===== config.mk =====
export PLATFORM = sky130hd
export DESIGN_NAME = i2c_line_filter
export DESIGN_NICKNAME = d
export VERILOG_FILES = /design/src/i2c_pkg.sv /design/src/i2c_line_filter.sv
export SDC_FILE = /design/constraint.sdc
export NUM_CORES = 1
export LEC_CHECK = 0
export ABC_AREA = 0
export BUFFER_PORTS_ARGS = -buffer_cell sky130_fd_sc_hd__buf_4
export CORE_MARGIN = 2
export CORE_UTILIZATION = 28
export DETAILED_ROUTE_END_ITERATION = 7
export PLACE_DENSITY = 0.52
export SETUP_SLACK_MARGIN = 0.2
export SLEW_MARGIN = 20
export SYNTH_ARGS = -nofsm -noshare
export SYNTH_HDL_FRONTEND = slang
export SYNTH_SLANG_ARGS = --single-unit

===== constraint.sdc =====
create_clock -name clk -period 1 [get_ports clk]
set_clock_uncertainty 0.1 [all_clocks]
set_input_delay 0.1 -clock clk [delete_from_list [all_inputs] [get_ports clk]]
set_output_delay 0.1 -clock clk [all_outputs]
set_load 0.01 [all_outputs]

===== src/i2c_pkg.sv =====
package i2c_pkg;

    // widths on the serial side
    localparam int byte_w = 8;
    localparam int addr_w = 7;

    // target FSM states
    typedef enum logic [2:0] {
        idle     = 3'd0,
        dev_addr = 3'd1,
        dev_ack  = 3'd2,
        wr_byte  = 3'd3,
        wr_ack   = 3'd4,
        rd_byte  = 3'd5,
        rd_ack   = 3'd6
    } i2c_state_e;

    // filtered bus levels plus single-cycle event pulses
    typedef struct packed {
        logic scl;
        logic sda;
        logic scl_rise;
        logic scl_fall;
        logic start;
        logic stop;
    } i2c_events_t;

endpackage

===== src/i2c_line_filter.sv =====
`timescale 1ns/1ns

module i2c_line_filter #(
    parameter int filter_len = 3
) (
    input  logic                clk,
    input  logic                rst_n,
    input  logic                scl,
    input  logic                sda_in,
    output i2c_pkg::i2c_events_t events
);

    localparam int cnt_w = $clog2(filter_len + 1);

    // line 0 is scl, line 1 is sda
    logic [1:0] raw;
    logic [1:0] sync1;
    logic [1:0] sync2;
    logic [1:0] filt;
    logic [1:0] filt_d;

    assign raw = {sda_in, scl};

    //////////////////////////////
    // per line sync and deglitch
    //////////////////////////////
    for (genvar i = 0; i < 2; i++) begin : g_line
        logic [cnt_w-1:0] cnt;

        always_ff @(posedge clk or negedge rst_n) begin
            if (!rst_n) begin
                // idle bus floats high
                sync1[i]  <= 1'b1;
                sync2[i]  <= 1'b1;
                filt[i]   <= 1'b1;
                filt_d[i] <= 1'b1;
                cnt       <= '0;
            end else begin
                sync1[i]  <= raw[i];
                sync2[i]  <= sync1[i];
                filt_d[i] <= filt[i];
                if (sync2[i] == filt[i]) begin
                    // glitch gone, start counting again
                    cnt <= '0;
                end else if (cnt == cnt_w'(filter_len - 1)) begin
                    filt[i] <= sync2[i];
                    cnt     <= '0;
                end else begin
                    cnt <= cnt + 1'b1;
                end
            end
        end
    end

    //////////////////////////////
    // edges and bus conditions
    //////////////////////////////
    always_comb begin
        events.scl      = filt[0];
        events.sda      = filt[1];
        events.scl_rise = filt[0] & ~filt_d[0];
        events.scl_fall = ~filt[0] & filt_d[0];
        // sda moving while scl held high
        events.start    = filt[0] & filt_d[0] & filt_d[1] & ~filt[1];
        events.stop     = filt[0] & filt_d[0] & ~filt_d[1] & filt[1];
    end

endmodule


-- Word level (Yosys, flattened, before mapping)
Cells that the tools add are included.
- add/sub/neg operators: 2
- eq/ne operators: 4
- multiplexer cells: 4
- bitwise operators: 13
- reduce and logical (&&, ||, !) cells: 2
- operators with widths (kind ; number):
    2-bit two-way mux ; 4
    1-bit bitwise AND ; 7
    1-bit NOT ; 6
    2-bit by 1-bit adder with 2-bit output (second input constant) ; 2
    2-bit == test (second input constant) ; 2
    2-bit AND reduction ; 2
    1-bit == test ; 2
- bits in registers: 12
- bits of input ports: 4
- output and inout port bits: 6
- logic and storage cells: 35

-- Longest topological paths before layout
- word-level depth: 3
- depth in mapped cells: 2
- gate-level depth less buffers: 2

-- Least setup slack after synthesis
Ideal clock, no wire load.
- path type: register to output
- start: register filt[0] (netlist: events[5])
- end: output port events[1] (netlist name)
- arrival time: 993 ps
- data required time: 800 ps
- slack: -193 ps
- stages on the path, launching flop included: 3
- path buffers: 0
- cells stage by stage: dfstp_2 > nand2_1 > nor3b_1
- RTL lines (item ; line ; text):
    start, declared ; i2c_line_filter.sv:19 ; logic [1:0] filt;
    start signal, assigned by index ; i2c_line_filter.sv:46 ; filt[i] <= sync2[i];
    end, declared ; i2c_line_filter.sv:10 ; output i2c_pkg::i2c_events_t events

==> impl_metrics.env <==
export IMPL_post_synth_top_area_cell="dfstp_2"
export IMPL_violations="negative setup slack"
export IMPL_max_slew_worst_pin_slew_ns=0.194
export IMPL_switching_share=0.291
export IMPL_yosysWarnings=0
export IMPL_synth_edff_count=0
export IMPL_die_y_um=43.7
export IMPL_synth_area_per_cell_sq_um=16.3
export IMPL_synth_most_common_cell="dfstp_2"
export IMPL_clock_latency_ns=0.27
export IMPL_dr_first_iter_drc_count=0
export IMPL_cts_max_level=1
export IMPL_netlist_area_sq_um=440
export IMPL_p_sw_uw=672
export IMPL_cts_tree="done"
export IMPL_numPortBuffers=9
export IMPL_tns_ns=-3.14
export IMPL_cellLeakagePower_nw=0.338
export IMPL_grt_pass1_wl_um=1370
export IMPL_cp_required_ns=0.80
export IMPL_die_w_um=43.7
export IMPL_grt_pass1_vias=339
export IMPL_final_hold_viol_count=0
export IMPL_crit_path_end_kind="output pin"
export IMPL_synthFlopType="dfstp_2"
export IMPL_maxCapViolations=0
export IMPL_numCtsBuffers=3
export IMPL_synth_xor_area_share=0.0398
export IMPL_slew_headroom=0.870
export IMPL_netlist_top_cells_count="dfstp_2 (8), dfrtp_1 (4), nor3b_1 (3)"
export IMPL_wl_met2_um=425
export IMPL_clock_sinks=12
export IMPL_ff2ff_setup_slack_ns=-0.22
export IMPL_fin_crit_sh=1.40
export IMPL_cellPowerDensity_mw_per_mm2=3090
export IMPL_boundaryPins=10
export IMPL_dpl_cell_count=56
export IMPL_synth_fa_ha_area_frac=0
export IMPL_yosys_mux_area_fraction=0.0682
export IMPL_drive_gt1_frac=0.846
export IMPL_synth_cell_type_count=12
export IMPL_status="finished, violations left"
export IMPL_maxUsedRoutingLayer="met4"
export IMPL_wl_per_cell_um=11.3
export IMPL_ys_top_cells_by_area="dfstp_2 (48%), dfrtp_1 (23%), mux2_4 (6.8%)"
export IMPL_syn_inst=27
export IMPL_ys_async_sr_fraction=1.00
export IMPL_rsz0062_at_grt="yes"
export IMPL_grt_usage=0.105
export IMPL_gp_congestion=0.613
export IMPL_drv_slew=0
export IMPL_worst_setup_path_type="flop to output pin"
export IMPL_p_seq_frac=0.370
export IMPL_fp_dieArea_sq_mm=0.00191
export IMPL_cp_arrival_ns=1.20
export IMPL_grt_max_degree=13
export IMPL_fin_nets=58
export IMPL_critPathLaunchType="flop"
export IMPL_synth_simple_gate_area_frac=0.188
export IMPL_finalNonFillerCells=68
export IMPL_clk_pin_slew_ns=0.07
export IMPL_worst_slack_ns=-0.399
export IMPL_drc=0
export IMPL_syn_nets=31
export IMPL_antennaDiodeCount=0
export IMPL_max_freq_mhz=715
export IMPL_power_mw=2.31
export IMPL_pwr_share_comb=0.508
export IMPL_dr_pass1_iters=1
export IMPL_synth_compound_gate_area_share=0
export IMPL_antenna_found_initial=0
export IMPL_period_needed_ns=1.40
export IMPL_root_buffer="clkbuf_4"
export IMPL_p_int_mw=1.64
export IMPL_wl_met3_um=51
export IMPL_clockBufferDepth=2
export IMPL_initial_core_util=0.296
export IMPL_grt_ovfl_total=0
export IMPL_synth_top_area_frac=0.477
export IMPL_synthToLayoutAreaGrowth_pct=70.2
export IMPL_viasPerCell=4.35
export IMPL_yosysSeqAreaShare=0.705
export IMPL_drt_total_wl_um=771
export IMPL_pwr_share_clk=0.122
export IMPL_ys_seq_elements=12
export IMPL_min_path_type="input port to asynchronous set/reset pin"
export IMPL_num_vias=296
export IMPL_setup_viol=13
export IMPL_ir_drop_mv=1.02
export IMPL_met1_length_um=273
export IMPL_synth_top_family_by_area="simple AND/OR/NAND/NOR gates"
export IMPL_critPathMaxFanout=4
export IMPL_core_region_area_sq_mm=0.00149
export IMPL_fp_row_count=14
export IMPL_antenna_left=0
cells in the final DEF, fill, tap and decap left out:
master         count
and2b_1            1
nor2b_4            1
dfstp_2            8
buf_6              8
dlygate4sd3_1      3
nor2b_2            1
nor3_2             2
nor3b_2            4
mux2_4             2
dfrtp_1            4
xnor2_4            1
clkbuf_4           3
buf_4             11
nand2_2            1
xnor2_2            1
nand2b_4           1
layer usage:
layer	global-route usage	vias to the layer above
li1	-	141
met1	0.110	139
met2	0.165	12
met3	0.0375	4
met4	0.0909	0
met5	0	-
kinds of logic (layout without fill, tap and decap cells):
kind of cell,after synthesis,in the layout
xor gates and xnor gates,2,2
buffers and inverters,0,25
DFF,12,12
muxes,2,2
and+or+nand+nor,11,11
power groups by stage:
stage                     sequential, mW  clock [mW]  combinational [mW]
final                              0.856       0.282                1.18
after CTS                          0.844       0.298                1.04
after global routing               0.876       0.331                1.26
after floorplan                    0.901           0               0.376
after global placement             0.864           0               0.717
after detailed placement           0.885           0               0.742
worst max-delay path, stage by stage, from the launching register on:
cell and delay, ns:
dfstp_2 0.56, nand2_2 0.07, nor3b_2 0.16, buf_4 0.14
flip-flops by register name, indices dropped and copies added (netlist names):
| name | cells |
|---|---|
| g_line.cnt | 4 |
| filt_d | 2 |
| sync2 | 2 |
| events | 2 |
| sync1 | 2 |
final timing paths:
check / start / to / cells past startpoint
hold / removal: rst_n / g_line[0].cnt[0] / 2
setup reg to reg: events[4] / g_line[1].cnt[1] / 5
setup / recovery: events[5] / events[1] / 3
hold reg to reg: sync1[1] / sync2[1] / 0
min in group clk: sync1[1] / sync2[1] / 0
max in group asynchronous: rst_n / sync2[1] / 2
stage by stage:
stage	area, sq um	setup slack [ns]	util	hold WS (ns)
3_5_place_dp	588	-0.136	0.395	-0.156
5_1_grt	749	-0.464	0.503	0.0919
6_report	749	-0.399	0.503	0.0935
2_1_floorplan	470	-0.106	-	-0.296
4_1_cts	704	-0.423	0.473	0.0875
3_3_place_gp	588	-0.102	0.395	-0.161
final cells by class:
| cell class | instances | area, sq um |
|---|---|---|
| Fill cell | 142 | 739 |
| Multi-Input combinational cell | 15 | 194 |
| Tap cell | 16 | 20.0 |
| Clock buffer | 3 | 22.5 |
| Sequential cell | 12 | 310 |
| Timing Repair Buffer | 22 | 203 |
repair_timing:
action	4_1_cts	5_1_grt
gates resized for setup	8	5
pin swaps	3	2
endpoints found under the hold margin	14	0
setup endpoints to repair	13	14
buffers inserted	4	2
hold buffers	3	0
Note: power is estimated with default switching activity, not from simulation.
