## config.mk

```make
export PLATFORM = sky130hd
export DESIGN_NAME = osd_reg_file
export DESIGN_NICKNAME = d
export VERILOG_FILES = /design/src/osd_pkg.sv /design/src/osd_reg_file.sv
export SDC_FILE = /design/constraint.sdc
export NUM_CORES = 1
export LEC_CHECK = 0
export ABC_AREA = 0
export BUFFER_PORTS_ARGS = -buffer_cell sky130_fd_sc_hd__buf_2
export CORE_MARGIN = 3
export CORE_UTILIZATION = 41
export DETAILED_ROUTE_END_ITERATION = 7
export PLACE_DENSITY = 0.69
export SKIP_LAST_GASP = 1
export SLEW_MARGIN = 20
export SYNTH_ARGS = -nofsm -noshare
export SYNTH_HDL_FRONTEND = slang
export SYNTH_SLANG_ARGS = --single-unit
```

## constraint.sdc

```tcl
create_clock -name clk -period 1.55 [get_ports clk]
set_input_delay 0.3875 -clock clk [delete_from_list [all_inputs] [get_ports clk]]
set_output_delay 0.3875 -clock clk [all_outputs]
set_load 0.005 [all_outputs]
```

## src/osd_pkg.sv

```systemverilog
package osd_pkg;

    // low nibble of the reconfiguration byte
    typedef enum logic [3:0] {
        mode_1080p = 4'd0,
        mode_960p  = 4'd1,
        mode_480p  = 4'd2,
        mode_vga   = 4'd3
    } video_mode_e;

    // active picture and CEA vic of the output mode
    typedef struct packed {
        logic [11:0] h_active;
        logic [11:0] v_active;
        logic [7:0]  vic;
    } hdmi_video_config_t;

    // reduced debug record from the video side
    typedef struct packed {
        logic [7:0] pll_errors;
        logic [9:0] frame_counter;
        logic [7:0] pll_status;
        logic [7:0] chip_revision;
        logic [7:0] restart_count;
    } debug_data_t;

    // pad buttons, msb first
    typedef struct packed {
        logic a;
        logic b;
        logic x;
        logic y;
        logic up;
        logic down;
        logic left;
        logic right;
        logic start;
        logic ltrigger;
        logic rtrigger;
        logic trigger_osd;
    } controller_data_t;

    // register write from the I2C target
    typedef struct packed {
        logic [7:0] addr;
        logic [7:0] data;
        logic       strobe;
    } reg_wr_t;

    // character RAM write
    typedef struct packed {
        logic [9:0] addr;
        logic [7:0] data;
        logic       en;
    } ram_wr_t;

    // register map
    localparam logic [7:0] addr_offset_reg = 8'h80;
    localparam logic [7:0] addr_enable     = 8'h81;
    localparam logic [7:0] addr_highlight  = 8'h82;
    localparam logic [7:0] addr_reconf     = 8'h83;
    localparam logic [7:0] addr_ctrl_hi    = 8'h85;
    localparam logic [7:0] addr_ctrl_lo    = 8'h86;
    localparam logic [7:0] addr_dbg_base   = 8'h90;

    // mode to timing lookup, unknown modes fall back to 1080p
    function automatic hdmi_video_config_t mode_config(input video_mode_e mode);
        hdmi_video_config_t cfg;
        case (mode)
            mode_960p: cfg = '{h_active: 12'd1280, v_active: 12'd960, vic: 8'd0};
            mode_480p: cfg = '{h_active: 12'd720, v_active: 12'd480, vic: 8'd2};
            mode_vga:  cfg = '{h_active: 12'd640, v_active: 12'd480, vic: 8'd1};
            default:   cfg = '{h_active: 12'd1920, v_active: 12'd1080, vic: 8'd16};
        endcase
        return cfg;
    endfunction

endpackage

```

## src/osd_reg_file.sv

```systemverilog
`timescale 1ns/1ns

module osd_reg_file (
    input  logic                       clk,
    input  logic                       rst_n,
    input  osd_pkg::reg_wr_t           reg_wr,
    input  logic [7:0]                 rd_addr,
    output logic [7:0]                 rd_data,
    output osd_pkg::ram_wr_t           ram_wr,
    output logic                       enable_osd,
    output logic [7:0]                 highlight_line,
    output osd_pkg::hdmi_video_config_t video_config,
    input  osd_pkg::debug_data_t       debug_data,
    input  osd_pkg::controller_data_t  controller_data
);

    logic [2:0] offset;
    logic [7:0] reconf;
    logic [11:0] ctrl_bits;

    assign ctrl_bits = controller_data;

    //////////////////////////////
    // read side
    //////////////////////////////
    always_ff @(posedge clk) begin
        case (rd_addr)
            osd_pkg::addr_offset_reg: rd_data <= {5'd0, offset};
            osd_pkg::addr_enable:     rd_data <= {7'd0, enable_osd};
            osd_pkg::addr_highlight:  rd_data <= highlight_line;
            osd_pkg::addr_reconf:     rd_data <= reconf;
            // buttons a..right
            osd_pkg::addr_ctrl_hi:    rd_data <= ctrl_bits[11:4];
            // start, triggers, osd key in the top nibble
            osd_pkg::addr_ctrl_lo:    rd_data <= {ctrl_bits[3:0], 4'd0};
            osd_pkg::addr_dbg_base:   rd_data <= debug_data.pll_errors;
            osd_pkg::addr_dbg_base + 8'd1: rd_data <= debug_data.frame_counter[7:0];
            osd_pkg::addr_dbg_base + 8'd2: rd_data <= {6'd0, debug_data.frame_counter[9:8]};
            osd_pkg::addr_dbg_base + 8'd3: rd_data <= debug_data.pll_status;
            osd_pkg::addr_dbg_base + 8'd4: rd_data <= debug_data.chip_revision;
            osd_pkg::addr_dbg_base + 8'd5: rd_data <= debug_data.restart_count;
            default:                  rd_data <= 8'd0;
        endcase
    end

    //////////////////////////////
    // control registers
    //////////////////////////////
    always_ff @(posedge clk or negedge rst_n) begin
        if (!rst_n) begin
            offset         <= 3'd0;
            enable_osd     <= 1'b0;
            highlight_line <= 8'd255;
            reconf         <= 8'd0;
            video_config   <= osd_pkg::mode_config(osd_pkg::mode_1080p);
        end else if (reg_wr.strobe) begin
            case (reg_wr.addr)
                // upper bits of the character RAM address
                osd_pkg::addr_offset_reg: offset <= reg_wr.data[2:0];
                osd_pkg::addr_enable:     enable_osd <= reg_wr.data[0];
                osd_pkg::addr_highlight:  highlight_line <= reg_wr.data;
                osd_pkg::addr_reconf: begin
                    reconf <= reg_wr.data;
                    // only the four known modes retune the output
                    if (reg_wr.data[3:2] == 2'b00) begin
                        video_config <= osd_pkg::mode_config(
                            osd_pkg::video_mode_e'(reg_wr.data[3:0]));
                    end
                end
                default: begin
                end
            endcase
        end
    end

    //////////////////////////////
    // character RAM writes
    //////////////////////////////
    always_ff @(posedge clk or negedge rst_n) begin
        if (!rst_n) begin
            ram_wr <= '0;
        end else begin
            // low half of the map is the RAM window
            ram_wr.en <= reg_wr.strobe & ~reg_wr.addr[7];
            if (reg_wr.strobe && !reg_wr.addr[7]) begin
                ram_wr.addr <= {offset, reg_wr.addr[6:0]};
                ram_wr.data <= reg_wr.data;
            end
        end
    end

endmodule

```

### Word level (Yosys, flattened, before mapping)

Cells that the tools add are included.

| cells by class | value |
|---|---|
| equality and inequality tests | 19 |
| reduce and logical (&&, ||, !) cells | 8 |
| multiplexer cells | 2 |
| bitwise logic cells | 2 |

Operator list:

| operator | count |
|---|---|
| $eq 8x8->1 const B | 16 |
| $pmux 8 s12 | 1 |
| $pmux 31 s3 | 1 |
| $eq 4x2->1 const B | 2 |
| $reduce_and 2->1 | 4 |
| $eq 4x1->1 const B | 1 |
| $reduce_and 3->1 | 1 |
| $logic_not 2->1 | 1 |
| $and 1x1->1 | 1 |
| $logic_and 1x1->1 | 1 |
| $logic_not 1->1 | 1 |
| $not 1->1 | 1 |

| storage, ports and cells | value |
|---|---|
| input port bits | 81 |
| word-level logic and storage cells | 42 |
| output and inout port bits | 68 |
| bits in registers | 79 |

### Longest topological paths before layout

| logic depth | value |
|---|---|
| depth in word-level cells | 2 |
| depth in mapped cells | 6 |

### Least setup slack after synthesis

Ideal clock, no wire load.

| path | value |
|---|---|
| kind | input to register |
| start point | in reg_wr[11] (netlist name) |
| end point | reg video_config[1] (netlist name) |
| path buffers | 1 |
| library setup time | 125 ps |
| slack | -281 ps |
| stages | 5 |
| arrival | 1706 ps |
| cells stage by stage | nor4_4 nand4_4 or3_1 buf_6 mux2_4 |

| between the ends | value |
|---|---|
| cells in the longest elaborated chain, start to end | 2 |

Ends and longest elaborated chain:

| element | line | text |
|---|---|---|
| start, declared | osd_reg_file.sv:6 | `input osd_pkg::reg_wr_t reg_wr,` |
| $eq 8x8->1 | osd_reg_file.sv:57 | `case (reg_wr.addr)` |
| $reduce_and 3->1 (no line) | n/a |  |
| end signal, assigned | osd_reg_file.sv:55 | `video_config <= osd_pkg::mode_config(osd_pkg::mode_1080p);` |
| end signal, assigned | osd_reg_file.sv:66 | `video_config <= osd_pkg::mode_config(` |
| end, declared | osd_reg_file.sv:12 | `output osd_pkg::hdmi_video_config_t video_config,` |

No other way between the ends.
A chain may end at the register's enable or synchronous reset.

### Final worst setup path

| path | value |
|---|---|
| start point | in reg_wr[15] (netlist name) |
| end point | reg highlight_line[2] |

| between the ends | value |
|---|---|
| cells in the longest elaborated chain, start to end | 2 |

Ends and longest elaborated chain:

| element | line | text |
|---|---|---|
| $eq 8x8->1 | osd_reg_file.sv:57 |  |
| $reduce_and 2->1 (no line) | n/a |  |
| end signal, assigned | osd_reg_file.sv:61 | `osd_pkg::addr_highlight: highlight_line <= reg_wr.data;` |
| end, declared | osd_reg_file.sv:11 | `output logic [7:0] highlight_line,` |

No other way between the ends.

==> out/results.tsv <==
metric	value	unit
Core Region	0.006832	mm^2
Worst EP required	1.79	ns
minimum clock period	1.529	ns
most common cell in the netlist	mux2_2	
setup repair after global routing missed its margin	true	
Hold Worst Slack	0.03033	ns
peak per-stage delay on the critical path	0.39	ns
antenna violations before repair	0	
CP arrival	1.77	ns
reg-to-reg setup timing slack	0.33	ns
largest net degree at the start of global routing	47	
Synth area leaders	dfrtp_1 30%, mux2_2 16%, dfstp_2 10%, buf_4 6.5%, dfxtp_1 5.5%	
CP max stage cell	nor4_4	
Area Overhead vs Synth	35.52	%
DP HPWL	6.086	mm
max-slew violations	0	
Pwr Total	3.083	mW
f_max	653.8	MHz
Final ANT Viol Nets	0	
first-pass GRT wire length	12.25	mm
routed len/inst	15.67	um
area leader, netlist	dfrtp_1	
row cnt	30	
Buffers on Ports	133	
Yosys warnings	0	
cells along the critical path	buf_8 -> nor4_4 -> nand2_2 -> nor3b_4 -> buf_12 -> mux2_4	
Post-route DRC	0	
Yosys top cell area share	30.21	%
vias after detailed routing	2384	
fin cells	481	
post-route cell area	0.003929	mm^2
Post-Place Cells	473	
synthesized instance count	239	
Vert. Die Dim	90.09	um
Yosys reg bits	54	
DP Area	0.003765	mm^2
final cycle utilization of the critical path	98.67	%
# diodes	0	
Crit Path Max Fanout	8	
htree depth	2	
critical path type	in2reg	
GRT Util Overall	18.58	%
Worst path top cell family by delay	simple AND/OR/NAND/NOR gates	
WP buf/inv	2	
final net count	465	
die area	0.008116	mm^2
Peak supply drop	0.4269	mV
top cells by count, synth	40 x mux2_2, 35 x dfrtp_1, 25 x buf_4	
Max Cap Violations	0	
die width	90.09	um
synth unique cells	44	
Avg Inst Size Synth	12.13	um^2
Final setup viols	0	
vias in the first global route	2392	
Post-synth ARST share	85.19	%
sequential share of the synthesized area	45.71	%
clk sinks	54	
crit start category	input port	
via density per instance	4.956	
clk slew on worst S/H paths	0.10	ns
root buffer cell	clkbuf_8	
clk_lat worst skew	0.31	ns
CTS buffer count	5	
drt pass-1 iters	4	
total wire length	7.539	mm
RD Place Congestion	0.8859	
Lkg Pwr	1.999	nW
outcome	complete, no violations	
1st-iter DRT viols	107	
predominant post-synthesis flop cell	dfrtp_1	
Max clock buf depth	2	
io pins	149	
clock skew	0.005056	ns
number of synthesized flops with an enable pin	0	
TritonCTS clock tree	built	
Power Dens Cells	784.6	mW/mm^2
Cell Area, Synth	0.002899	mm^2
Worst Setup End Kind	flop	
total grt overflow	0	
Hold WC Path Type	in2async	
share of layout cells above drive strength 1	60.78	%
final count of hold timing violations	0	
Initial Utilization	42.44	%
## where the power goes
group / internal (mW) / total [mW] / leakage (nW) / switching (mW)
Sequential: 1.51 / 1.56 / 0.615 / 0.0527
Combinational: 0.323 / 0.574 / 1.33 / 0.251
Clock: 0.482 / 0.948 / 0.0514 / 0.465
Total: 2.31 / 3.08 / 2.00 / 0.769
## flip-flops by register name (all words and copies together), names as in the netlist
signal,flops
video_config,7
rd_data,8
reconf,8
offset,3
enable_osd,1
ram_wr,19
highlight_line,8
## final cells by class
type | count | area (um^2)
sequential | 54 | 1325
tap | 96 | 120.1
inverter | 5 | 18.77
multi-input combinational | 158 | 1433
clock buffer | 6 | 72.57
clock inverter | 2 | 37.54
timing repair buffer | 160 | 922.1
fill | 598 | 2903
## path summary, 6_finish.rpt
kind | start | to | cells after the start
hold reg to reg | video_config[28] | video_config[28] | 2
setup reg to reg | reconf[1] | rd_data[1] | 3
setup / recovery | reg_wr[15] | highlight_line[2] | 6
hold / removal | rst_n | ram_wr[6] | 2
min in group clk | reg_wr[14] | ram_wr[14] | 2
max in group asynchronous | rst_n | video_config[28] | 2
## per-stage QoR
| stage | utilization, % | setup TNS (ns) | setup WS (ns) |
|---|---|---|---|
| floorplan | - | -2.803 | -0.2776 |
| global placement | 55.11 | -7.057 | -0.3429 |
| detailed placement | 55.11 | -7.926 | -0.3782 |
| CTS | 56.83 | 0 | 0.01640 |
| global route | 57.51 | -0.06400 | -0.01164 |
| finish | 57.51 | 0 | 0.02055 |
## kinds of logic (layout without fill, tap and decap cells)
logic type	Yosys count	count (layout)	synth area share (%)
muxes	64	64	26.50
DFF	54	54	45.71
and+or+nand+nor	48	48	10.66
buffers and inverters	41	173	8.891
AOI/OAI and AO/OA	31	31	8.114
other	1	15	0.1294
## cell usage in the layout (no fill, tap or decap), types with 4 or more instances in the layout
| cell | instances |
|---|---|
| mux4_2 | 5 |
| o221ai_1 | 4 |
| mux2i_1 | 16 |
| mux2_2 | 32 |
| buf_4 | 24 |
| a22oi_1 | 9 |
| dfrtp_1 | 35 |
| a2bb2oi_1 | 4 |
| mux2_4 | 11 |
| inv_1 | 5 |
| nor2_1 | 5 |
| dfxtp_1 | 8 |
| nand2_1 | 8 |
| buf_2 | 131 |
| nor2b_1 | 4 |
| dfstp_2 | 11 |
| clkbuf_8 | 5 |
| a21oi_1 | 4 |
| nand2b_1 | 4 |
| conb_1 | 15 |
## per-layer routing
metal  up-vias  global-route usage (%)  routed length, um
met5         -                       0                  0
met4         0                   6.122                141
met3        14                   2.845                360
met2        89                   31.80               3650
met1      1148                   24.07               3387
li1       1133                       -                  -
## what timing repair did
item,in CTS,in global routing
pin swaps,0,3
endpoints found under the setup margin,18,15
buffers inserted,0,0
gates resized for setup,2,13
hold buffers,0,0
Note: power is estimated with default switching activity, not from simulation.
