File: src/osd_pkg.sv
package osd_pkg;

    // low nibble of the reconfiguration byte
    typedef enum logic [3:0] {
        mode_1080p = 4'd0,
        mode_960p  = 4'd1,
        mode_480p  = 4'd2,
        mode_vga   = 4'd3
    } video_mode_e;

    // active picture and CEA vic of the output mode
    typedef struct packed {
        logic [11:0] h_active;
        logic [11:0] v_active;
        logic [7:0]  vic;
    } hdmi_video_config_t;

    // reduced debug record from the video side
    typedef struct packed {
        logic [7:0] pll_errors;
        logic [9:0] frame_counter;
        logic [7:0] pll_status;
        logic [7:0] chip_revision;
        logic [7:0] restart_count;
    } debug_data_t;

    // pad buttons, msb first
    typedef struct packed {
        logic a;
        logic b;
        logic x;
        logic y;
        logic up;
        logic down;
        logic left;
        logic right;
        logic start;
        logic ltrigger;
        logic rtrigger;
        logic trigger_osd;
    } controller_data_t;

    // register write from the I2C target
    typedef struct packed {
        logic [7:0] addr;
        logic [7:0] data;
        logic       strobe;
    } reg_wr_t;

    // character RAM write
    typedef struct packed {
        logic [9:0] addr;
        logic [7:0] data;
        logic       en;
    } ram_wr_t;

    // register map
    localparam logic [7:0] addr_offset_reg = 8'h80;
    localparam logic [7:0] addr_enable     = 8'h81;
    localparam logic [7:0] addr_highlight  = 8'h82;
    localparam logic [7:0] addr_reconf     = 8'h83;
    localparam logic [7:0] addr_ctrl_hi    = 8'h85;
    localparam logic [7:0] addr_ctrl_lo    = 8'h86;
    localparam logic [7:0] addr_dbg_base   = 8'h90;

    // mode to timing lookup, unknown modes fall back to 1080p
    function automatic hdmi_video_config_t mode_config(input video_mode_e mode);
        hdmi_video_config_t cfg;
        case (mode)
            mode_960p: cfg = '{h_active: 12'd1280, v_active: 12'd960, vic: 8'd0};
            mode_480p: cfg = '{h_active: 12'd720, v_active: 12'd480, vic: 8'd2};
            mode_vga:  cfg = '{h_active: 12'd640, v_active: 12'd480, vic: 8'd1};
            default:   cfg = '{h_active: 12'd1920, v_active: 12'd1080, vic: 8'd16};
        endcase
        return cfg;
    endfunction

endpackage

File: src/i2c_pkg.sv
package i2c_pkg;

    // widths on the serial side
    localparam int byte_w = 8;
    localparam int addr_w = 7;

    // target FSM states
    typedef enum logic [2:0] {
        idle     = 3'd0,
        dev_addr = 3'd1,
        dev_ack  = 3'd2,
        wr_byte  = 3'd3,
        wr_ack   = 3'd4,
        rd_byte  = 3'd5,
        rd_ack   = 3'd6
    } i2c_state_e;

    // filtered bus levels plus single-cycle event pulses
    typedef struct packed {
        logic scl;
        logic sda;
        logic scl_rise;
        logic scl_fall;
        logic start;
        logic stop;
    } i2c_events_t;

endpackage
File: src/i2c_target_fsm.sv
`timescale 1ns/1ns

module i2c_target_fsm #(
    parameter logic [i2c_pkg::addr_w-1:0] dev_addr = 7'h3C
) (
    input  logic                 clk,
    input  logic                 rst_n,
    input  i2c_pkg::i2c_events_t events,
    output logic                 sda_oe,
    output osd_pkg::reg_wr_t     reg_wr,
    output logic [7:0]           rd_addr,
    input  logic [7:0]           rd_data
);

    i2c_pkg::i2c_state_e state;

    logic [i2c_pkg::byte_w-1:0] shift;
    logic [3:0]                 bit_cnt;
    logic                       rw;
    logic                       first_byte;
    logic                       host_nack;
    logic [7:0]                 ptr;
    logic [i2c_pkg::byte_w-1:0] byte_in;

    // byte as it stands after the current scl rise
    assign byte_in = {shift[i2c_pkg::byte_w-2:0], events.sda};
    assign rd_addr = ptr;

    always_ff @(posedge clk or negedge rst_n) begin
        if (!rst_n) begin
            state      <= i2c_pkg::idle;
            shift      <= '0;
            bit_cnt    <= '0;
            rw         <= 1'b0;
            first_byte <= 1'b1;
            host_nack  <= 1'b0;
            ptr        <= '0;
            sda_oe     <= 1'b0;
            reg_wr     <= '0;
        end else begin
            // strobe is a single cycle
            reg_wr.strobe <= 1'b0;

            if (events.start) begin
                // also a repeated start, pointer kept
                state      <= i2c_pkg::dev_addr;
                bit_cnt    <= '0;
                first_byte <= 1'b1;
                sda_oe     <= 1'b0;
            end else if (events.stop) begin
                state   <= i2c_pkg::idle;
                bit_cnt <= '0;
                sda_oe  <= 1'b0;
            end else begin
                case (state)
                    //////////////////////////////
                    // address phase
                    //////////////////////////////
                    i2c_pkg::dev_addr: begin
                        if (events.scl_rise && bit_cnt != 4'd8) begin
                            shift   <= byte_in;
                            bit_cnt <= bit_cnt + 1'b1;
                        end else if (events.scl_fall && bit_cnt == 4'd8) begin
                            bit_cnt <= '0;
                            if (shift[7:1] == dev_addr) begin
                                rw     <= shift[0];
                                sda_oe <= 1'b1;
                                state  <= i2c_pkg::dev_ack;
                            end else begin
                                // not for us, stay off the bus until next start
                                state <= i2c_pkg::idle;
                            end
                        end
                    end
                    i2c_pkg::dev_ack: begin
                        if (events.scl_fall) begin
                            if (rw) begin
                                // first read byte, msb goes out right away
                                shift  <= rd_data;
                                sda_oe <= ~rd_data[7];
                                state  <= i2c_pkg::rd_byte;
                            end else begin
                                sda_oe <= 1'b0;
                                state  <= i2c_pkg::wr_byte;
                            end
                        end
                    end
                    //////////////////////////////
                    // host to target
                    //////////////////////////////
                    i2c_pkg::wr_byte: begin
                        if (events.scl_rise && bit_cnt != 4'd8) begin
                            shift   <= byte_in;
                            bit_cnt <= bit_cnt + 1'b1;
                            if (bit_cnt == 4'd7) begin
                                if (first_byte) begin
                                    ptr        <= byte_in;
                                    first_byte <= 1'b0;
                                end else begin
                                    reg_wr.addr   <= ptr;
                                    reg_wr.data   <= byte_in;
                                    reg_wr.strobe <= 1'b1;
                                    ptr           <= ptr + 1'b1;
                                end
                            end
                        end else if (events.scl_fall && bit_cnt == 4'd8) begin
                            bit_cnt <= '0;
                            sda_oe  <= 1'b1;
                            state   <= i2c_pkg::wr_ack;
                        end
                    end
                    i2c_pkg::wr_ack: begin
                        if (events.scl_fall) begin
                            sda_oe <= 1'b0;
                            state  <= i2c_pkg::wr_byte;
                        end
                    end
                    //////////////////////////////
                    // target to host
                    //////////////////////////////
                    i2c_pkg::rd_byte: begin
                        if (events.scl_rise) begin
                            bit_cnt <= bit_cnt + 1'b1;
                        end else if (events.scl_fall) begin
                            if (bit_cnt == 4'd8) begin
                                // free sda for the host ack, move to next byte
                                bit_cnt <= '0;
                                sda_oe  <= 1'b0;
                                ptr     <= ptr + 1'b1;
                                state   <= i2c_pkg::rd_ack;
                            end else begin
                                shift  <= {shift[i2c_pkg::byte_w-2:0], 1'b0};
                                sda_oe <= ~shift[i2c_pkg::byte_w-2];
                            end
                        end
                    end
                    i2c_pkg::rd_ack: begin
                        if (events.scl_rise) begin
                            host_nack <= events.sda;
                        end else if (events.scl_fall) begin
                            if (host_nack) begin
                                // host is done, wait for stop or start
                                state <= i2c_pkg::idle;
                            end else begin
                                shift  <= rd_data;
                                sda_oe <= ~rd_data[7];
                                state  <= i2c_pkg::rd_byte;
                            end
                        end
                    end
                    default: begin
                        sda_oe <= 1'b0;
                    end
                endcase
            end
        end
    end

endmodule

File: config.mk
export PLATFORM = sky130hd
export DESIGN_NAME = i2c_target_fsm
export DESIGN_NICKNAME = d
export VERILOG_FILES = /design/src/osd_pkg.sv /design/src/i2c_pkg.sv /design/src/i2c_target_fsm.sv
export SDC_FILE = /design/constraint.sdc
export NUM_CORES = 1
export LEC_CHECK = 0
export ABC_AREA = 1
export BUFFER_PORTS_ARGS = -buffer_cell sky130_fd_sc_hd__buf_2
export CORE_ASPECT_RATIO = 0.9
export CORE_MARGIN = 3
export CORE_UTILIZATION = 49
export DETAILED_ROUTE_END_ITERATION = 12
export MAX_ROUTING_LAYER = met4
export PLACE_DENSITY = 0.72
export REMOVE_ABC_BUFFERS = 1
export SYNTH_ARGS = -nofsm -noshare
export SYNTH_HDL_FRONTEND = slang
export SYNTH_SLANG_ARGS = --single-unit
File: constraint.sdc
create_clock -name clk -period 1.8 [get_ports clk]
set_input_delay 0.18 -clock clk [delete_from_list [all_inputs] [get_ports clk]]
set_output_delay 0.18 -clock clk [all_outputs]
set_load 0.02 [all_outputs]
### After elaboration in Yosys (flattened, before gate mapping)

Cells that the tools add are included.

| storage, ports and cells | value |
|---|---|
| register bits after elaboration | 44 |
| latch bits | 0 |
| memory bits (writable) | 0 |
| memory bits (read-only) | 0 |
| input port bits | 16 |
| output and inout port bits | 26 |
| logic and storage cells | 147 |
| memories kept | 0 |

| operators by class | value |
|---|---|
| add/subtract/negate cells | 2 |
| $mul | 0 |
| divide/modulo/power cells | 0 |
| magnitude comparators | 0 |
| eq/ne operators | 39 |
| shifts and indexed selects | 0 |
| mux-type cells | 70 |
| bitwise operators | 6 |
| reductions and logical operators | 19 |

Operators with widths:

| cell | number |
|---|---|
| 2-to-1 mux 8 bit | 15 |
| inequality test 4 bit, second input constant | 14 |
| 2-to-1 mux 3 bit | 15 |
| AND reduction 12 bit | 3 |
| case mux 8 bit (4 select lines) | 1 |
| 2-to-1 mux 4 bit | 7 |
| 2-to-1 mux 1 bit | 27 |
| inequality test 2 bit, second input constant | 11 |
| case mux 3 bit (6 select lines) | 1 |
| case mux 8 bit (2 select lines) | 1 |
| AND reduction 4 bit | 3 |
| AND reduction 6 bit | 2 |
| inequality test 5 bit, second input constant | 2 |
| == test 3 bit, second input constant | 3 |
| adder 8 x 1 -> 8 bit, second input constant | 1 |
| case mux 4 bit (2 select lines) | 1 |
| AND reduction 8 bit | 1 |
| nonzero test 2 bit | 4 |
| nonzero test 4 bit | 2 |
| nonzero test 8 bit | 1 |
| == test 7 x 6 -> 1 bit, second input constant | 1 |
| == test 3 x 2 -> 1 bit, second input constant | 2 |
| NOT 1 bit | 6 |
| case mux 1 bit (6 select lines) | 1 |
| 9 further kinds | 11 |

### Longest topological paths before layout

Gate-level depths: netlist (run 1).

| depth | value |
|---|---|
| depth in word-level cells | 7 |
| mapped depth | 11 |
| depth with buffers taken out | 11 |

### Worst setup path before layout (run 1)

No wires, ideal clock.

| path | value |
|---|---|
| path type | register to register |
| start point | reg bit_cnt[0] |
| end point | reg reg_wr[11] (netlist bit) |
| setup time | 118 ps |
| data arrival time | 1522 ps |
| data required time | 1682 ps |
| setup slack | 160 ps |
| cell stages (with the launch flop) | 12 |
| path buffers | 2 |
| clock period less this slack | 1640 ps |
| cells stage by stage | dfrtp_1 inv_1 ha_1 nand3_2 nand2_1 inv_2 nand3_1 or2_1 buf_6 buf_6 nand2_1 nand2_1 |

| between the ends | value |
|---|---|
| longest elaborated chain between the ends | 3 |
| elaborated cells on any way between the ends | 4 |
| classes of those cells | eq/ne (2); reduce/logical (2) |

Ends and longest elaborated chain:

| item | line | RTL |
|---|---|---|
| start, declared | i2c_target_fsm.sv:18 | `logic [3:0] bit_cnt;` |
| start signal, assigned | i2c_target_fsm.sv:62 | `bit_cnt <= bit_cnt + 1'b1;` |
| start signal, assigned | i2c_target_fsm.sv:94 | `bit_cnt <= bit_cnt + 1'b1;` |
| start signal, assigned | i2c_target_fsm.sv:123 | `bit_cnt <= bit_cnt + 1'b1;` |
| inequality test 4 bit | i2c_target_fsm.sv:92 | `if (events.scl_rise && bit_cnt != 4'd8) begin` |
| logical AND 1 bit | i2c_target_fsm.sv:92 |  |
| AND reduction 6 bit (no source line) * | n/a |  |
| end, declared | i2c_target_fsm.sv:10 | `output osd_pkg::reg_wr_t reg_wr,` |

Every way passes the cells marked *; elsewhere a longest branch is shown, timed or not.
A chain may end at the register's enable or synchronous reset.

### Worst setup path in the final report (run 1)

| path | value |
|---|---|
| start point | reg state[1] |
| end point | reg ptr[6], in the netlist rd_addr[6] |

| between the ends | value |
|---|---|
| longest elaborated chain between the ends | 3 |
| elaborated cells on any way between the ends | 10 |
| classes of those cells | eq/ne (7); mux (1); reduce/logical (2) |

Ends and longest elaborated chain:

| item | line | RTL |
|---|---|---|
| start, declared | i2c_target_fsm.sv:15 | `i2c_pkg::i2c_state_e state;` |
| start signal, assigned | i2c_target_fsm.sv:31 | `state <= i2c_pkg::idle;` |
| start signal, assigned | i2c_target_fsm.sv:46 | `state <= i2c_pkg::dev_addr;` |
| start signal, assigned | i2c_target_fsm.sv:51 | `state <= i2c_pkg::idle;` |
| == test 3 bit or == test 3 x 2 -> 1 bit (tied branches) | i2c_target_fsm.sv:55 | `case (state)` |
| inequality test 2 bit (no source line) or nonzero test 2 bit (tied branches) | n/a |  |
| AND reduction 8 bit (no source line) | n/a |  |
| end signal, assigned | i2c_target_fsm.sv:97 | `ptr <= byte_in;` |
| end signal, assigned | i2c_target_fsm.sv:103 | `ptr <= ptr + 1'b1;` |
| end signal, assigned | i2c_target_fsm.sv:129 | `ptr <= ptr + 1'b1;` |
| end, declared | i2c_target_fsm.sv:22 | `logic [7:0] ptr;` |

Several ways; a longest one is shown, not always the timed one.

==> impl_metrics.ini, run 1 <==
[outcome]
run_status = completed

[global_route]
initial_antenna_violation_count = 0
via_count_of_the_first_global_routing_pass = 2195
largest_net_degree_at_the_start_of_global_routing = 45
grt_first_pass_wirelength_um = 10500
grt_usage = 0.218
grt-ovfl-total = 0

[setup_path]
criticalPathCategory = register to register
cp_data_required_time_ps = 1990
worstPathArrival_ps = 1870
path_max_fanout = 10
max_stage_delay_ps = 470
reg2reg_from = state[1]
worstSetupPathDepth = 10
critical-path-top-delay-family = simple AND/OR/NAND/NOR gates
crit_path_start_kind = register
critical_path.slowest_cell = sky130_fd_sc_hd__dfrtp_2
setup.worst_path.end_class = register
critical_path.endpoint = rd_addr[6]
timing.critical_path.buf_inv = 3
startpoint = state[1]
timing.critical_path.cells = inv_2 -> nand3_4 -> inv_2 -> nand2_1 -> nand2_1 -> nor2_1 -> nand2_2 -> inv_2 -> nand2_1 -> o21ai_0
reg2reg_to = rd_addr[6]
worst_r2r_path_depth = 10
r2r_setup_slack_ps = 120

[timing]
final_critical_path_time_including_i_o_delays_and_setup_ps = 1680
setup_viol_count_final = 0
maxClockFrequency_mhz = 594
clock_skew_ps = 6.54
slew-limit-headroom = 0.618
hold-worst-slack_ps = 174
min_period_over_period = 0.936
worst_slew_pin_slew_ps = 574
rsz_0062_raised_after_global_routing = no
report.final.hold_viol_count = 0
worst_slack_ps = 116
final_max_slew_viol_count = 0

[clock_tree]
cts_num_sinks = 44
cts.htree.levels = 2
cts_root_buffer = sky130_fd_sc_hd__clkbuf_8
cts_made_buffers = 5
ctsLongestPathBuffers = 2
cts_setup_buffers = 0
clkSlewWorstSetupHoldPaths_ps = 90
clk-insertion-delay-late_ps = 300
tritoncts = built

[pwr]
post-layout-total-power_w = 0.00231
pwr_density_cell_mw_per_mm2 = 736
max_rail_drop_vdd_mv = 0.542
switching_share = 0.304
pwr-share-seq = 0.491
comb_power_share = 0.173
power_frac_clock = 0.336
internal_portion_of_total_power_w = 0.00160
power_leakage_nw = 1.67
netSwitchingPower_w = 0.000700

[floorplanning]
top_level_pins = 42
core_area_mm2 = 0.00501
dieWidth_um = 83.2
placementRows = 24
die_height_um = 75.5
floorplan.initialDensity = 0.524
floorplan.die_area_mm2 = 0.00628

[synth]
netlist.top_cell.by_area = sky130_fd_sc_hd__dfrtp_1
synth.lib_cells_used.distinct = 31
number_of_synthesized_flops_with_an_enable_pin = 0
synth_seq_area_share = 0.420
post_synth_main_area_contributors = sky130_fd_sc_hd__dfrtp_1 (41%), sky130_fd_sc_hd__nand2_1 (20%), sky130_fd_sc_hd__nand3_1 (6.9%)
synthArstFlopShare = 1.00
synth_ff_type = sky130_fd_sc_hd__dfrtp_1
yosys.cell_count.top_type = sky130_fd_sc_hd__nand2_1
netlist_instances = 364
synth-seq-cells = 44
syn_avg_cell_area_um2 = 7.22
yosys_top_cell_area_share = 0.410
syn-cell-area_mm2 = 0.00263
ys.warnings.count = 0
synthTopCellsByCount = sky130_fd_sc_hd__nand2_1 (141), sky130_fd_sc_hd__dfrtp_1 (43), sky130_fd_sc_hd__nand3_1 (36), sky130_fd_sc_hd__inv_1 (32), sky130_fd_sc_hd__o21ai_0 (30)

[routing]
first_iter_violations = 184
post_drt_wl_per_cell_um = 13.5
drcViolationCount = 0
wl_um = 6540
detail_route.vias_per_cell = 5.07
detailedRoute.firstPassIterationCount = 4
ant_nets = 0
num_vias = 2452

[final_layout]
num-nets-final = 437
layout-drive-gt1-share = 0.227
area_growth_pct = 19.1
antenna_cells_inserted = 0
post-route-util = 0.624
layoutNonFillerInstCount = 484

[place]
dp.cells = 474
detailedPlace.worstSlack_ps = 98.7
routabilityCongestion = 0.895
portBuffers = 40
hpwlAfterDp_um = 4630

[worst_hold_path]
min_from = events[1]
holdCritPathClass = input pin to register

[job]
drv.max_cap_violation_count = 0
## metal layers
layer / up-vias / GRT usage / part of all wire
li1: 1271 / - / -
met1: 1115 / 0.299 / 0.49
met2: 55 / 0.328 / 0.44
met3: 11 / 0.0368 / 0.051
met4: 0 / 0.0780 / 0.015
met5: - / - / 0
## registers in the layout, summed over array words and instances, names as in the netlist
| name | cells |
|---|---|
| rw | 1 |
| reg_wr | 17 |
| host_nack | 1 |
| sda_oe | 1 |
| shift | 8 |
| state | 3 |
| first_byte | 1 |
| bit_cnt | 4 |
| rd_addr | 8 |
## kinds of logic after synthesis
family | count (synthesis) | share of synthesized area
buffers and inverters | 47 | 0.0776
AOI/OAI and AO/OA | 45 | 0.0981
and+or+nand+nor | 219 | 0.370
DFF | 44 | 0.420
adders and majority gates | 3 | 0.0143
xor gates and xnor gates | 6 | 0.0200
## worst min path at each step
stage                  to  slack [ps]  cells after the start
2_1_floorplan  bit_cnt[0]        -120                      0
3_3_place_gp   reg_wr[15]         300                      2
3_5_place_dp    reg_wr[0]         300                      2
4_1_cts        bit_cnt[2]         170                      4
5_1_grt        first_byte         180                      3
6_report       first_byte         170                      3
## power by group through the flow
| stage | Combinational [W] | Sequential [W] | Clock (W) |
|---|---|---|---|
| 2_1_floorplan | 0.000256 | 0.00114 | 0 |
| 3_3_place_gp | 0.000389 | 0.00115 | 0 |
| 3_5_place_dp | 0.000395 | 0.00115 | 0 |
| 4_1_cts | 0.000399 | 0.00113 | 0.000781 |
| 5_1_grt | 0.000463 | 0.00114 | 0.000824 |
| 6_report | 0.000399 | 0.00113 | 0.000774 |
## through the flow
step	setup TNS (ps)	instance area (um^2)
final	0	3130
after global routing	0	3130
after CTS	0	3080
after detailed placement	0	2960
after global placement	0	2960
after floorplan	-647	2570
## cell type report
| class | instances | area, um^2 |
|---|---|---|
| Sequential cell | 44 | 1100 |
| Timing Repair Buffer | 55 | 345 |
| Multi-Input combinational cell | 273 | 1340 |
| Tap cell | 65 | 81.3 |
| Clock inverter | 2 | 35.0 |
| Clock buffer | 6 | 72.6 |
| Inverter | 39 | 148 |
| Fill cell | 462 | 1880 |
## tightest hold or removal path: stages
cell and delay (ps):
sky130_fd_sc_hd__buf_2 120, sky130_fd_sc_hd__o21ai_0 90, sky130_fd_sc_hd__inv_1 60
## what timing repair did
action | in CTS | in global routing
resized for setup | 0 | 10
setup endpoints to repair | 0 | 27
endpoints found under the hold margin | 43 | 0
hold buffers | 1 | 0
## placed cells by master (no fill, tap or decap), types with 4 or more instances in the layout
cell type / n
sky130_fd_sc_hd__nand3_2: 4
sky130_fd_sc_hd__nor2_4: 4
sky130_fd_sc_hd__o21ai_2: 6
sky130_fd_sc_hd__xor2_1: 4
sky130_fd_sc_hd__a21oi_1: 5
sky130_fd_sc_hd__inv_1: 32
sky130_fd_sc_hd__nor2_1: 22
sky130_fd_sc_hd__dfrtp_1: 41
sky130_fd_sc_hd__inv_2: 6
sky130_fd_sc_hd__nand3_1: 34
sky130_fd_sc_hd__nand2_1: 140
sky130_fd_sc_hd__clkbuf_8: 5
sky130_fd_sc_hd__buf_2: 40
sky130_fd_sc_hd__buf_4: 12
sky130_fd_sc_hd__o21ai_0: 29
Note: power is estimated with default switching activity, not from simulation.
==> run 2, diff against run 1 <==
--- a/config.mk
+++ b/config.mk
@@ -5,8 +5,8 @@
 export SDC_FILE = /design/constraint.sdc
 export NUM_CORES = 1
 export LEC_CHECK = 0
-export ABC_AREA = 1
 export BUFFER_PORTS_ARGS = -buffer_cell sky130_fd_sc_hd__buf_2
+export CAP_MARGIN = 20
 export CORE_ASPECT_RATIO = 0.9
 export CORE_MARGIN = 3
 export CORE_UTILIZATION = 49
==> constraint.sdc (replaced) <==
create_clock -name clk -period 1.9 [get_ports clk]
set_input_delay 0.19 -clock clk [delete_from_list [all_inputs] [get_ports clk]]
set_output_delay 0.19 -clock clk [all_outputs]
set_load 0.02 [all_outputs]
==> impl_metrics.ini, run 2 <==
[outcome]
run_status = finished, violations left
failed_checks = setup timing

[floorplanning]
dieWidth_um = 81.3
floorplan.die_area_mm2 = 0.00599
top_level_pins = 42
core_area_mm2 = 0.00489
floorplan.initialDensity = 0.510
placementRows = 24
die_height_um = 73.7

[global_route]
grt_usage = 0.227
grt_first_pass_wirelength_um = 10100
grt-ovfl-total = 0
largest_net_degree_at_the_start_of_global_routing = 45
initial_antenna_violation_count = 0
via_count_of_the_first_global_routing_pass = 2048

[timing]
report.final.hold_viol_count = 0
rsz_0062_raised_after_global_routing = yes
final_critical_path_time_including_i_o_delays_and_setup_ps = 2080
worst_slew_pin_slew_ps = 551
clock_skew_ps = 8.57
worst_slack_ps = -178
final_max_slew_viol_count = 0
setup_viol_count_final = 31
maxClockFrequency_mhz = 481
hold-worst-slack_ps = 143
slew-limit-headroom = 0.633
min_period_over_period = 1.09

[setup_path]
setup.worst_path.end_class = register
path_max_fanout = 8
crit_path_start_kind = register
criticalPathCategory = register to register
reg2reg_to = rd_addr[7]
r2r_setup_slack_ps = -180
timing.critical_path.cells = ha_2 -> nand2_1 -> or4_4 -> buf_4 -> buf_8 -> a221o_1 -> a22o_1
worstPathArrival_ps = 2260
cp_data_required_time_ps = 2090
reg2reg_from = bit_cnt[1]
critical_path.slowest_cell = sky130_fd_sc_hd__or4_4
max_stage_delay_ps = 500
worst_r2r_path_depth = 7

[worst_hold_path]
min_from = events[1]
holdCritPathClass = input pin to register
min_delay_path_depth = 2
worstHoldEndpoint = first_byte

[clock_tree]
ctsLongestPathBuffers = 2
cts_num_sinks = 44
clk-insertion-delay-late_ps = 290
cts.htree.levels = 2
tritoncts = built
cts_root_buffer = sky130_fd_sc_hd__clkbuf_8
clkSlewWorstSetupHoldPaths_ps = 80
cts_made_buffers = 5

[routing]
num_vias = 2125
detailedRoute.firstPassIterationCount = 4
post_drt_wl_per_cell_um = 17.4
drcViolationCount = 0
detail_route.vias_per_cell = 5.82
first_iter_violations = 181
wl_um = 6370
ant_nets = 0

[final_layout]
layout-drive-gt1-share = 0.460
multi_input_area_mm2 = 0.00136
antenna_cells_inserted = 0
fill_cell_count = 391
largest_register_ff_count = 17
registers.top_by_ff_count = reg_wr
final-seq-area_mm2 = 0.00110
area_growth_pct = 29.4
layout.cells.most_common = sky130_fd_sc_hd__dfrtp_1
num-nets-final = 318
mostFrequentLayoutCells = sky130_fd_sc_hd__dfrtp_1 (43), sky130_fd_sc_hd__buf_4 (41), sky130_fd_sc_hd__buf_2 (40)

[place]
portBuffers = 40
routabilityCongestion = 0.890
hpwlAfterDp_um = 4440

[pwr]
pwr_density_cell_mw_per_mm2 = 690
max_rail_drop_vdd_mv = 0.457
power_leakage_nw = 1.56
post-layout-total-power_w = 0.00223

[synth]
number_of_synthesized_flops_with_an_enable_pin = 0
synthArstFlopShare = 1.00
yosys_top_cell_area_share = 0.431
post_synth_main_area_contributors = sky130_fd_sc_hd__dfrtp_1 (43%), sky130_fd_sc_hd__mux2_2 (10%), sky130_fd_sc_hd__mux2_4 (5.4%)
syn_avg_cell_area_um2 = 11.3
yosys.cell_count.top_type = sky130_fd_sc_hd__dfrtp_1
synth.lib_cells_used.distinct = 64
netlist_instances = 222
synth_seq_area_share = 0.441
synth-seq-cells = 44
synthTopCellsByCount = sky130_fd_sc_hd__dfrtp_1 (43), sky130_fd_sc_hd__mux2_2 (23), sky130_fd_sc_hd__nand2_1 (12), sky130_fd_sc_hd__inv_1 (9), sky130_fd_sc_hd__mux2_4 (9)
netlist.top_cell.by_area = sky130_fd_sc_hd__dfrtp_1
ys.warnings.count = 0
syn-cell-area_mm2 = 0.00250
synth_ff_type = sky130_fd_sc_hd__dfrtp_1

[job]
drv.max_cap_violation_count = 0
-- run 2: cell types whose count changed in the layout (fill, tap and decap cells not counted), moves of 15 or more --
cell	before	now
sky130_fd_sc_hd__inv_1	32	9
sky130_fd_sc_hd__mux2_4	0	17
sky130_fd_sc_hd__o21ai_0	29	5
sky130_fd_sc_hd__nand2_1	140	12
sky130_fd_sc_hd__nand3_1	34	7
sky130_fd_sc_hd__mux2_2	0	15
sky130_fd_sc_hd__nor2_1	22	6
sky130_fd_sc_hd__buf_4	12	41
-- run 2: what timing repair did --
item | 4_1_cts | 5_1_grt
pin swaps | 1 | 3
endpoints found under the setup margin | 30 | 39
hold buffers | 1 | 0
hold endpoints to repair | 25 | 0
buffers inserted | 2 | 4
resized for setup | 17 | 12
-- run 2: power by group --
group | switching (W) | internal [W] | total, W
Clock | 0.000303 | 0.000297 | 0.000600
Combinational | 0.000217 | 0.000279 | 0.000496
Sequential | 0.000114 | 0.00102 | 0.00114
-- run 2: stage by stage --
| stage | cell area, um^2 | cells | util | setup TNS, ps | worst slack [ps] |
|---|---|---|---|---|---|
| 2_1_floorplan | 2400 | 206 | - | -9990 | -531 |
| 6_report | 3230 | 365 | 0.661 | -2790 | -178 |
| 3_3_place_gp | 2970 | 350 | 0.608 | -925 | -85.2 |
| 3_5_place_dp | 2970 | 350 | 0.608 | -2030 | -122 |
| 5_1_grt | 3230 | 365 | 0.661 | -6360 | -242 |
| 4_1_cts | 3150 | 361 | 0.643 | -2130 | -141 |
-- run 2: kinds of logic (layout without fill, tap and decap cells) --
group	Yosys count	in the layout	synth area share
AOI/OAI and AO/OA	56	56	0.172
muxes	37	37	0.178
buffers and inverters	25	103	0.0531
xor gates and xnor gates	1	1	0.00351
DFF	44	44	0.441
adders and majority gates	4	4	0.0190
and+or+nand+nor	55	55	0.134
-- run 2: worst max-delay path: cells and delay by family (launching register included) --
kind                       cells  cell delay [ps]
and+or+nand+nor                2              570
AOI/OAI and AO/OA              2              530
DFF                            1              380
buffers and inverters          2              290
adders and majority gates      1              190
-- run 2: metal layers --
layer  routed length, um  global-route usage  up-vias
met3                 305              0.0368        7
met1                2950               0.307     1041
met2                3060               0.360       74
li1                    -                   -     1003
met5                   0                   -        -
met4                  47              0.0507        0
-- run 2: how the worst max path moves through the flow --
| stage | cells after the start | to | from |
|---|---|---|---|
| after global routing | 7 | rd_addr[0] | bit_cnt[0] |
| after detailed placement | 6 | reg_wr[8] | bit_cnt[0] |
| after CTS | 6 | reg_wr[8] | bit_cnt[1] |
| final | 7 | rd_addr[7] | bit_cnt[1] |
| after floorplan | 4 | reg_wr[10] | state[2] |
| after global placement | 6 | reg_wr[8] | bit_cnt[0] |
-- run 2: layout make-up --
cell class                 count  share of cell area
multi-input combinational    153               0.421
timing repair buffer          86               0.175
clock buffer                   8              0.0279
inverter                       9              0.0104
sequential                    44               0.341
tap                           65              0.0251
